## config.mk

```make
export PLATFORM = sky130hd
export DESIGN_NAME = axi_read_arbiter_flat
export DESIGN_NICKNAME = d
export VERILOG_FILES = /design/src/source/mem_sys_pkg.sv /design/src/source/axi_lite_if.sv /design/src/source/axi_read_arbiter.sv /design/src/flat_wrapper.sv
export SDC_FILE = /design/constraint.sdc
export NUM_CORES = 1
export LEC_CHECK = 0
export BUFFER_PORTS_ARGS = -buffer_cell sky130_fd_sc_hd__buf_2
export CAP_MARGIN = 10
export CORE_AREA = 8 8 200 202
export CTS_CLUSTER_SIZE = 8
export DETAILED_ROUTE_END_ITERATION = 7
export DIE_AREA = 0 0 208 210
export GPL_TIMING_DRIVEN = 0
export PLACE_DENSITY = 0.43
export SYNTH_ARGS = -nofsm -noshare
export SYNTH_HDL_FRONTEND = slang
export SYNTH_SLANG_ARGS = --single-unit
```

## constraint.sdc

```tcl
create_clock -name clk -period 4.2 [get_ports clk]
set_input_delay 0.21 -clock clk [delete_from_list [all_inputs] [get_ports clk]]
set_output_delay 0.21 -clock clk [all_outputs]
set_load 0.01 [all_outputs]
```

## src/source/mem_sys_pkg.sv

```systemverilog
package mem_sys_pkg;

  localparam int addr_w    = 32;
  localparam int data_w    = 64;
  localparam int strb_w    = data_w / 8;
  localparam int mem_words = 256;
  localparam int idx_w     = 8;

  // AXI response codes
  typedef enum logic [1:0] {
    resp_okay   = 2'b00,
    resp_slverr = 2'b10,
    resp_decerr = 2'b11
  } axi_resp_e;

  typedef enum logic [1:0] {
    rs_idle,
    rs_access,
    rs_resp
  } rd_state_e;

  typedef enum logic [1:0] {
    ws_idle,
    ws_data,
    ws_resp
  } wr_state_e;

  typedef enum logic [1:0] {
    arb_idle,
    arb_ifu,
    arb_lsu
  } arb_state_e;

endpackage
```

## src/source/axi_lite_if.sv

```systemverilog
`timescale 1ns/1ps

interface axi_lite_if import mem_sys_pkg::*; ();

  logic              ar_valid;
  logic              ar_ready;
  logic [addr_w-1:0] ar_addr;

  logic              r_valid;
  logic              r_ready;
  logic [data_w-1:0] r_data;
  axi_resp_e         r_resp;

  logic              aw_valid;
  logic              aw_ready;
  logic [addr_w-1:0] aw_addr;

  logic              w_valid;
  logic              w_ready;
  logic [data_w-1:0] w_data;
  logic [strb_w-1:0] w_strb;

  logic              b_valid;
  logic              b_ready;
  axi_resp_e         b_resp;

  modport master (
    output ar_valid, ar_addr, r_ready, aw_valid, aw_addr, w_valid, w_data, w_strb, b_ready,
    input  ar_ready, r_valid, r_data, r_resp, aw_ready, w_ready, b_valid, b_resp
  );

  modport slave (
    input  ar_valid, ar_addr, r_ready, aw_valid, aw_addr, w_valid, w_data, w_strb, b_ready,
    output ar_ready, r_valid, r_data, r_resp, aw_ready, w_ready, b_valid, b_resp
  );

endinterface

```

## src/source/axi_read_arbiter.sv

```systemverilog
`timescale 1ns/1ps

module axi_read_arbiter import mem_sys_pkg::*; (
  input  logic              clk,
  input  logic              rst,
  input  logic              ifu_ar_valid_i,
  input  logic [addr_w-1:0] ifu_ar_addr_i,
  output logic              ifu_ar_ready_o,
  output logic              ifu_r_valid_o,
  output logic [data_w-1:0] ifu_r_data_o,
  output axi_resp_e         ifu_r_resp_o,
  input  logic              ifu_r_ready_i,
  axi_lite_if.slave         lsu,
  axi_lite_if.master        mem
);

  arb_state_e state;
  logic       prefer_ifu;
  logic       sel_ifu;
  logic       sel_lsu;
  logic       ar_fire;
  logic       r_fire;

  // pick a master only while idle
  assign sel_ifu = (state == arb_idle) && ifu_ar_valid_i && (!lsu.ar_valid || prefer_ifu);
  assign sel_lsu = (state == arb_idle) && lsu.ar_valid && !sel_ifu;

  assign ar_fire = mem.ar_valid && mem.ar_ready;
  assign r_fire  = mem.r_valid && mem.r_ready;

  always_ff @(posedge clk) begin
    if (rst) begin
      state      <= arb_idle;
      prefer_ifu <= 1'b1;
    end else begin
      case (state)
        arb_idle: begin
          if (ar_fire) begin
            state      <= sel_ifu ? arb_ifu : arb_lsu;
            // whoever was just served loses the next tie
            prefer_ifu <= !sel_ifu;
          end
        end
        arb_ifu, arb_lsu: begin
          if (r_fire) begin
            state <= arb_idle;
          end
        end
        default: begin
          state <= arb_idle;
        end
      endcase
    end
  end

  // ar channel toward the slave
  assign mem.ar_valid = sel_ifu || sel_lsu;
  assign mem.ar_addr  = sel_ifu ? ifu_ar_addr_i : lsu.ar_addr;
  // idle readies stay high unless the other master is picked
  assign ifu_ar_ready_o = (state == arb_idle) && mem.ar_ready && !sel_lsu;
  assign lsu.ar_ready   = (state == arb_idle) && mem.ar_ready && !sel_ifu;

  // r channel back to the granted master
  assign ifu_r_valid_o = (state == arb_ifu) && mem.r_valid;
  assign ifu_r_data_o  = mem.r_data;
  assign ifu_r_resp_o  = mem.r_resp;
  assign lsu.r_valid   = (state == arb_lsu) && mem.r_valid;
  assign lsu.r_data    = mem.r_data;
  assign lsu.r_resp    = mem.r_resp;

  always_comb begin
    case (state)
      arb_ifu: mem.r_ready = ifu_r_ready_i;
      arb_lsu: mem.r_ready = lsu.r_ready;
      default: mem.r_ready = 1'b0;
    endcase
  end

  // lsu write path goes straight to the slave
  assign mem.aw_valid = lsu.aw_valid;
  assign mem.aw_addr  = lsu.aw_addr;
  assign lsu.aw_ready = mem.aw_ready;
  assign mem.w_valid  = lsu.w_valid;
  assign mem.w_data   = lsu.w_data;
  assign mem.w_strb   = lsu.w_strb;
  assign lsu.w_ready  = mem.w_ready;
  assign lsu.b_valid  = mem.b_valid;
  assign lsu.b_resp   = mem.b_resp;
  assign mem.b_ready  = lsu.b_ready;

  a_one_grant: assert property (
    @(posedge clk) disable iff (rst)
    !(ifu_ar_valid_i && ifu_ar_ready_o && lsu.ar_valid && lsu.ar_ready) &&
    !(ifu_r_valid_o && lsu.r_valid)
  );

  // a slave response only ever arrives for a held grant
  a_resp_owned: assert property (
    @(posedge clk) disable iff (rst)
    mem.r_valid |-> state != arb_idle
  );

endmodule

```

## src/flat_wrapper.sv

```systemverilog
// flat-port wrapper written by rule: the top's interface ports become plain ports
module axi_read_arbiter_flat import mem_sys_pkg::*;
  (clk, rst, ifu_ar_valid_i, ifu_ar_addr_i, ifu_ar_ready_o, ifu_r_valid_o, ifu_r_data_o, ifu_r_resp_o, ifu_r_ready_i, lsu_ar_valid, lsu_ar_addr, lsu_r_ready, lsu_aw_valid, lsu_aw_addr, lsu_w_valid, lsu_w_data, lsu_w_strb, lsu_b_ready, lsu_ar_ready, lsu_r_valid, lsu_r_data, lsu_r_resp, lsu_aw_ready, lsu_w_ready, lsu_b_valid, lsu_b_resp, mem_ar_valid, mem_ar_addr, mem_r_ready, mem_aw_valid, mem_aw_addr, mem_w_valid, mem_w_data, mem_w_strb, mem_b_ready, mem_ar_ready, mem_r_valid, mem_r_data, mem_r_resp, mem_aw_ready, mem_w_ready, mem_b_valid, mem_b_resp);
  axi_lite_if lsu_i ();
  axi_lite_if mem_i ();
  input  logic clk;
  input  logic rst;
  input  logic ifu_ar_valid_i;
  input  logic [addr_w-1:0] ifu_ar_addr_i;
  output logic ifu_ar_ready_o;
  output logic ifu_r_valid_o;
  output logic [data_w-1:0] ifu_r_data_o;
  output axi_resp_e ifu_r_resp_o;
  input  logic ifu_r_ready_i;
  input wire logic [$bits(lsu_i.ar_valid)-1:0] lsu_ar_valid;
  input wire logic [$bits(lsu_i.ar_addr)-1:0] lsu_ar_addr;
  input wire logic [$bits(lsu_i.r_ready)-1:0] lsu_r_ready;
  input wire logic [$bits(lsu_i.aw_valid)-1:0] lsu_aw_valid;
  input wire logic [$bits(lsu_i.aw_addr)-1:0] lsu_aw_addr;
  input wire logic [$bits(lsu_i.w_valid)-1:0] lsu_w_valid;
  input wire logic [$bits(lsu_i.w_data)-1:0] lsu_w_data;
  input wire logic [$bits(lsu_i.w_strb)-1:0] lsu_w_strb;
  input wire logic [$bits(lsu_i.b_ready)-1:0] lsu_b_ready;
  output wire logic [$bits(lsu_i.ar_ready)-1:0] lsu_ar_ready;
  output wire logic [$bits(lsu_i.r_valid)-1:0] lsu_r_valid;
  output wire logic [$bits(lsu_i.r_data)-1:0] lsu_r_data;
  output wire logic [$bits(lsu_i.r_resp)-1:0] lsu_r_resp;
  output wire logic [$bits(lsu_i.aw_ready)-1:0] lsu_aw_ready;
  output wire logic [$bits(lsu_i.w_ready)-1:0] lsu_w_ready;
  output wire logic [$bits(lsu_i.b_valid)-1:0] lsu_b_valid;
  output wire logic [$bits(lsu_i.b_resp)-1:0] lsu_b_resp;
  output wire logic [$bits(mem_i.ar_valid)-1:0] mem_ar_valid;
  output wire logic [$bits(mem_i.ar_addr)-1:0] mem_ar_addr;
  output wire logic [$bits(mem_i.r_ready)-1:0] mem_r_ready;
  output wire logic [$bits(mem_i.aw_valid)-1:0] mem_aw_valid;
  output wire logic [$bits(mem_i.aw_addr)-1:0] mem_aw_addr;
  output wire logic [$bits(mem_i.w_valid)-1:0] mem_w_valid;
  output wire logic [$bits(mem_i.w_data)-1:0] mem_w_data;
  output wire logic [$bits(mem_i.w_strb)-1:0] mem_w_strb;
  output wire logic [$bits(mem_i.b_ready)-1:0] mem_b_ready;
  input wire logic [$bits(mem_i.ar_ready)-1:0] mem_ar_ready;
  input wire logic [$bits(mem_i.r_valid)-1:0] mem_r_valid;
  input wire logic [$bits(mem_i.r_data)-1:0] mem_r_data;
  input wire logic [$bits(mem_i.r_resp)-1:0] mem_r_resp;
  input wire logic [$bits(mem_i.aw_ready)-1:0] mem_aw_ready;
  input wire logic [$bits(mem_i.w_ready)-1:0] mem_w_ready;
  input wire logic [$bits(mem_i.b_valid)-1:0] mem_b_valid;
  input wire logic [$bits(mem_i.b_resp)-1:0] mem_b_resp;
  assign lsu_i.ar_valid = lsu_ar_valid;
  assign lsu_i.ar_addr = lsu_ar_addr;
  assign lsu_i.r_ready = lsu_r_ready;
  assign lsu_i.aw_valid = lsu_aw_valid;
  assign lsu_i.aw_addr = lsu_aw_addr;
  assign lsu_i.w_valid = lsu_w_valid;
  assign lsu_i.w_data = lsu_w_data;
  assign lsu_i.w_strb = lsu_w_strb;
  assign lsu_i.b_ready = lsu_b_ready;
  assign lsu_ar_ready = lsu_i.ar_ready;
  assign lsu_r_valid = lsu_i.r_valid;
  assign lsu_r_data = lsu_i.r_data;
  assign lsu_r_resp = lsu_i.r_resp;
  assign lsu_aw_ready = lsu_i.aw_ready;
  assign lsu_w_ready = lsu_i.w_ready;
  assign lsu_b_valid = lsu_i.b_valid;
  assign lsu_b_resp = lsu_i.b_resp;
  assign mem_ar_valid = mem_i.ar_valid;
  assign mem_ar_addr = mem_i.ar_addr;
  assign mem_r_ready = mem_i.r_ready;
  assign mem_aw_valid = mem_i.aw_valid;
  assign mem_aw_addr = mem_i.aw_addr;
  assign mem_w_valid = mem_i.w_valid;
  assign mem_w_data = mem_i.w_data;
  assign mem_w_strb = mem_i.w_strb;
  assign mem_b_ready = mem_i.b_ready;
  assign mem_i.ar_ready = mem_ar_ready;
  assign mem_i.r_valid = mem_r_valid;
  assign mem_i.r_data = mem_r_data;
  assign mem_i.r_resp = mem_r_resp;
  assign mem_i.aw_ready = mem_aw_ready;
  assign mem_i.w_ready = mem_w_ready;
  assign mem_i.b_valid = mem_b_valid;
  assign mem_i.b_resp = mem_b_resp;
  axi_read_arbiter u_core (.clk(clk), .rst(rst), .ifu_ar_valid_i(ifu_ar_valid_i), .ifu_ar_addr_i(ifu_ar_addr_i), .ifu_ar_ready_o(ifu_ar_ready_o), .ifu_r_valid_o(ifu_r_valid_o), .ifu_r_data_o(ifu_r_data_o), .ifu_r_resp_o(ifu_r_resp_o), .ifu_r_ready_i(ifu_r_ready_i), .lsu(lsu_i), .mem(mem_i));
endmodule
```

---- After elaboration in Yosys (flattened, before gate mapping) ----
Cells that the tools add are included.
operators by class
  equality and inequality tests ........... 4
  muxes and demuxes ....................... 6
  reduce and logical (&&, ||, !) cells .... 20
operators by type and width
  kind                  number
  $mux W32              1
  $logic_and A1 B1 Y1   11
  $mux W2               3
  $ne A2 B1 Y1 const B  2
  $pmux W2 S2           1
  $reduce_and A2 Y1     2
  $logic_not A1 Y1      3
  $eq A2 B1 Y1 const B  1
  $eq A2 B2 Y1 const B  1
  $logic_not A2 Y1      1
  $logic_or A1 B1 Y1    2
  $pmux W1 S2           1
  $reduce_or A2 Y1      1
storage, ports and cells
  flip-flop bits (word level) ............. 3
  input port bits ......................... 250
  output and inout port bits .............. 282
  word-level logic and storage cells ...... 32

---- Depth between registers and ports, before layout ----
  depth in word-level cells ............... 9
  depth in mapped cells ................... 6
  gate-level depth less buffers ........... 5

---- Least setup slack after synthesis ----
OpenSTA, ideal clock, no wires.
  path type ............................... register -> output
  start point ............................. register u_core.state[0]
  end point ............................... output port mem_ar_addr[0]
  arrival ................................. 1.305 ns
  required time ........................... 3.990 ns
  setup slack ............................. 2.685 ns
  cell stages (with the launch flop) ...... 7
  path buffers ............................ 2
  cells stage by stage .................... dfxtp_1 -> inv_1 -> ha_1 -> buf_4 -> nand3_4 -> buf_6 -> mux2_4
on the way
  longest elaborated chain between the ends .. 4
ends and longest elaborated chain
  item                              RTL line                source
  from (decl)                       axi_read_arbiter.sv:17  arb_state_e state;
  from (signal assigned)            axi_read_arbiter.sv:33  state <= arb_idle;
  from (signal assigned)            axi_read_arbiter.sv:39  state <= sel_ifu ? arb_ifu : arb_lsu;
  from (signal assigned)            axi_read_arbiter.sv:46  state <= arb_idle;
  $logic_not A2 Y1                  axi_read_arbiter.sv:25  assign sel_ifu = (state == arb_idle) && ifu_ar_valid_i && (!lsu.ar_valid || prefer_ifu);
  $logic_and A1 B1 Y1 (2 in a row)  axi_read_arbiter.sv:25
  $mux W32                          axi_read_arbiter.sv:58  assign mem.ar_addr = sel_ifu ? ifu_ar_addr_i : lsu.ar_addr;
  to (decl)                         flat_wrapper.sv:33      output wire logic [$bits(mem_i.ar_addr)-1:0] mem_ar_addr;
No other way between the ends.

---- Worst setup path after layout ----
Ends and elaborated chain as after synthesis.

==> impl_metrics.yaml <==
timing:
  slew_headroom_pct: 63.6
  fin_crit_sh_pct: 49.6
  finalSetupViolCount: 0
  fin_skew_ns: 0.00119
  fmax_mhz: 480
  worst_slack_ns: 2.12
  slew_violations: 0
  period_minus_slack_ns: 2.08
  finalHoldViolations: 0
  fin_tns_setup_ns: 0
  worstMarginPinSlew_ns: 0.532
  rsz0062_at_grt: "no"
routing:
  vias: 3012
  vias_per_cell: 2.63
  ant_nets: 0
  drt_iter0_drc: 73
  drt_first_pass_iters: 4
  drc: 0
  wirelength_um: 14300
  wl_per_cell_um: 12.5
final_layout:
  area_growth_pct: 93.1
  drive_gt1_share_pct: 95.4
  diodes: 0
  fin_nets: 924
  final_core_utilization_pct: 13.7
  layout.cells.non_filler: 1144
yosys:
  synth_area_leaders: "buf_4 (70%), mux2_4 (17%), dfxtp_1 (2.3%)"
  synth_edf_count: 0
  async_flop_share_pct: 0
  synth_commonest_cells: "buf_4 (245), mux2_4 (29), inv_1 (4), nand2_1 (4)"
  syn_nets: 566
  synth_cell_types: 24
  yosysSeqAreaShare_pct: 2.29
  synth_ff_type: "dfxtp_1"
  synthCells: 313
  synth_area_um2: 2620
  yosys_register_bits: 3
  yosysWarnings: 0
  syn_avg_cell_area_um2: 8.37
  yosysTopAreaCellShare_pct: 70.2
  synth.most_common_cell: "buf_4"
  yosysTopAreaCell: "buf_4"
global_routing:
  grt_pass1_wl_um: 19800
  grtUsageTotal_pct: 5.67
  grt_pass1_vias: 3288
  grt_use_met3_pct: 2.55
  busiest_layer: "met2"
  met2_usage_pct: 10.9
  grt_max_degree: 11
  grt_overflow: 0
  use_met1_pct: 5.61
  antenna_found_initial: 0
status:
  status: "finished, final reports clean"
placement:
  dpl_worst_slack_ns: 2.34
  routabilityCongestion: 0.858
  portBuffers: 353
  hpwl_um: 13700
  place_inst: 1140
hold_path:
  min_path_cells: 3
  min_from: "rst"
  min_path_type: "in2reg"
  min_to: "u_core.prefer_ifu"
power:
  power.leakage_nw: 3.00
  vdd_drop_max_uv: 107
  total_power_w: 0.000850
  power_density_nw_per_um2: 168
run:
  cap_violations: 0
clock_tree:
  cts_resized: 0
  cts-root-buf: "clkbuf_16"
  holdBufCountCts: 0
  cts_buffer_depth: 2
  cts_tree: "yes"
  cts.sinks: 3
  postCtsSetupBuffers: 0
  clk_latency_ns: 0.22
  cts_buffers: 3
  clkTransAtPathRegs_ns: 0.03
  htree_levels: 1
critical_path:
  worst_setup_path_end_kind: "output port"
  setup.worst_path.start_class: "flip-flop"
  reg2regPathDepth: 6
  cp.required_ns: 3.99
  crit_start: "u_core.state[0]"
  crit_path_max_fanout: 10
  rr_startpoint: "u_core.state[0]"
  r2r_slack_ns: 2.61
  critPathArrivalTime_ns: 1.87
  worstSetupPathType: "reg2out"
  rr_endpoint: "u_core.state[1]"
die:
  dieArea_um2: 43700
  die_h_um: 210
  core_area_um2: 37000
  row_count: 71
  start_util_pct: 7.09
  ios: 532
  die_x_um: 208
## layer usage
layer	wire [um]	part of all wire (%)
met3	1570	11
met4	158	1.1
met2	7740	54
met5	0	0
met1	4880	34
## per-stage QoR
step / area, um^2 / hold WS [ns]
2_1_floorplan: 2620 / 0.358
3_3_place_gp: 4980 / 0.480
3_5_place_dp: 4980 / 0.489
4_1_cts: 5060 / 0.286
5_1_grt: 5060 / 0.298
6_report: 5060 / 0.277
## power breakdown
| part | total, W | internal, W | switching, W |
|---|---|---|---|
| clock | 0.000150 | 0.000125 | 0.0000251 |
| combinational | 0.000664 | 0.000383 | 0.000280 |
| sequential | 0.0000361 | 0.0000326 | 0.00000343 |
| total | 0.000850 | 0.000541 | 0.000309 |
## how the worst max path moves through the flow
stage	depth (start not counted)	to	slack (ns)
floorplan	6	mem_ar_addr[0]	2.68
global placement	7	mem_ar_addr[5]	2.35
detailed placement	7	mem_ar_addr[3]	2.34
CTS	7	mem_ar_addr[3]	2.11
global route	7	mem_ar_addr[0]	2.03
finish	7	mem_ar_addr[0]	2.12
## critical path, stage by stage, from the launching register on
cell     delay (ns)
dfxtp_1        0.36
inv_1          0.08
ha_1           0.19
buf_4          0.16
nand3_4        0.14
buf_6          0.21
mux2_4         0.34
buf_2          0.15
## sequential cells by signal (all words and copies together) (netlist names)
signal,cells
u_core.prefer_ifu,1
u_core.state,2
## final cells by class
type	instances	area, um^2
Clock buffer	4	78.8
Inverter	4	15.0
Timing Repair Buffer	353	1770
Fill cell	4254	31900
Tap cell	474	593
Sequential cell	3	60.1
Multi-Input combinational cell	58	671
Buffer	248	1870
## cells in the final DEF, fill, tap and decap left out, types with 2 or more instances in the layout
master     netlist  routed
buf_4          245     245
mux2_2           3       3
and2_1           2       2
mux2_4          29      29
buf_2            0     353
a21oi_1          2       2
clkbuf_16        0       3
nor2b_1          2       2
nand2_1          4       4
ha_1             3       3
dfxtp_1          3       3
inv_1            4       4
buf_6            3       3
## logic make-up after synthesis
| logic type | synth area share [%] |
|---|---|
| flops | 2.29 |
| fa+ha+maj | 1.43 |
| simple gates | 2.96 |
| buf+inv | 72.1 |
| compound gates | 2.91 |
| mux | 18.3 |
Note: power is estimated with default switching activity, not from simulation.
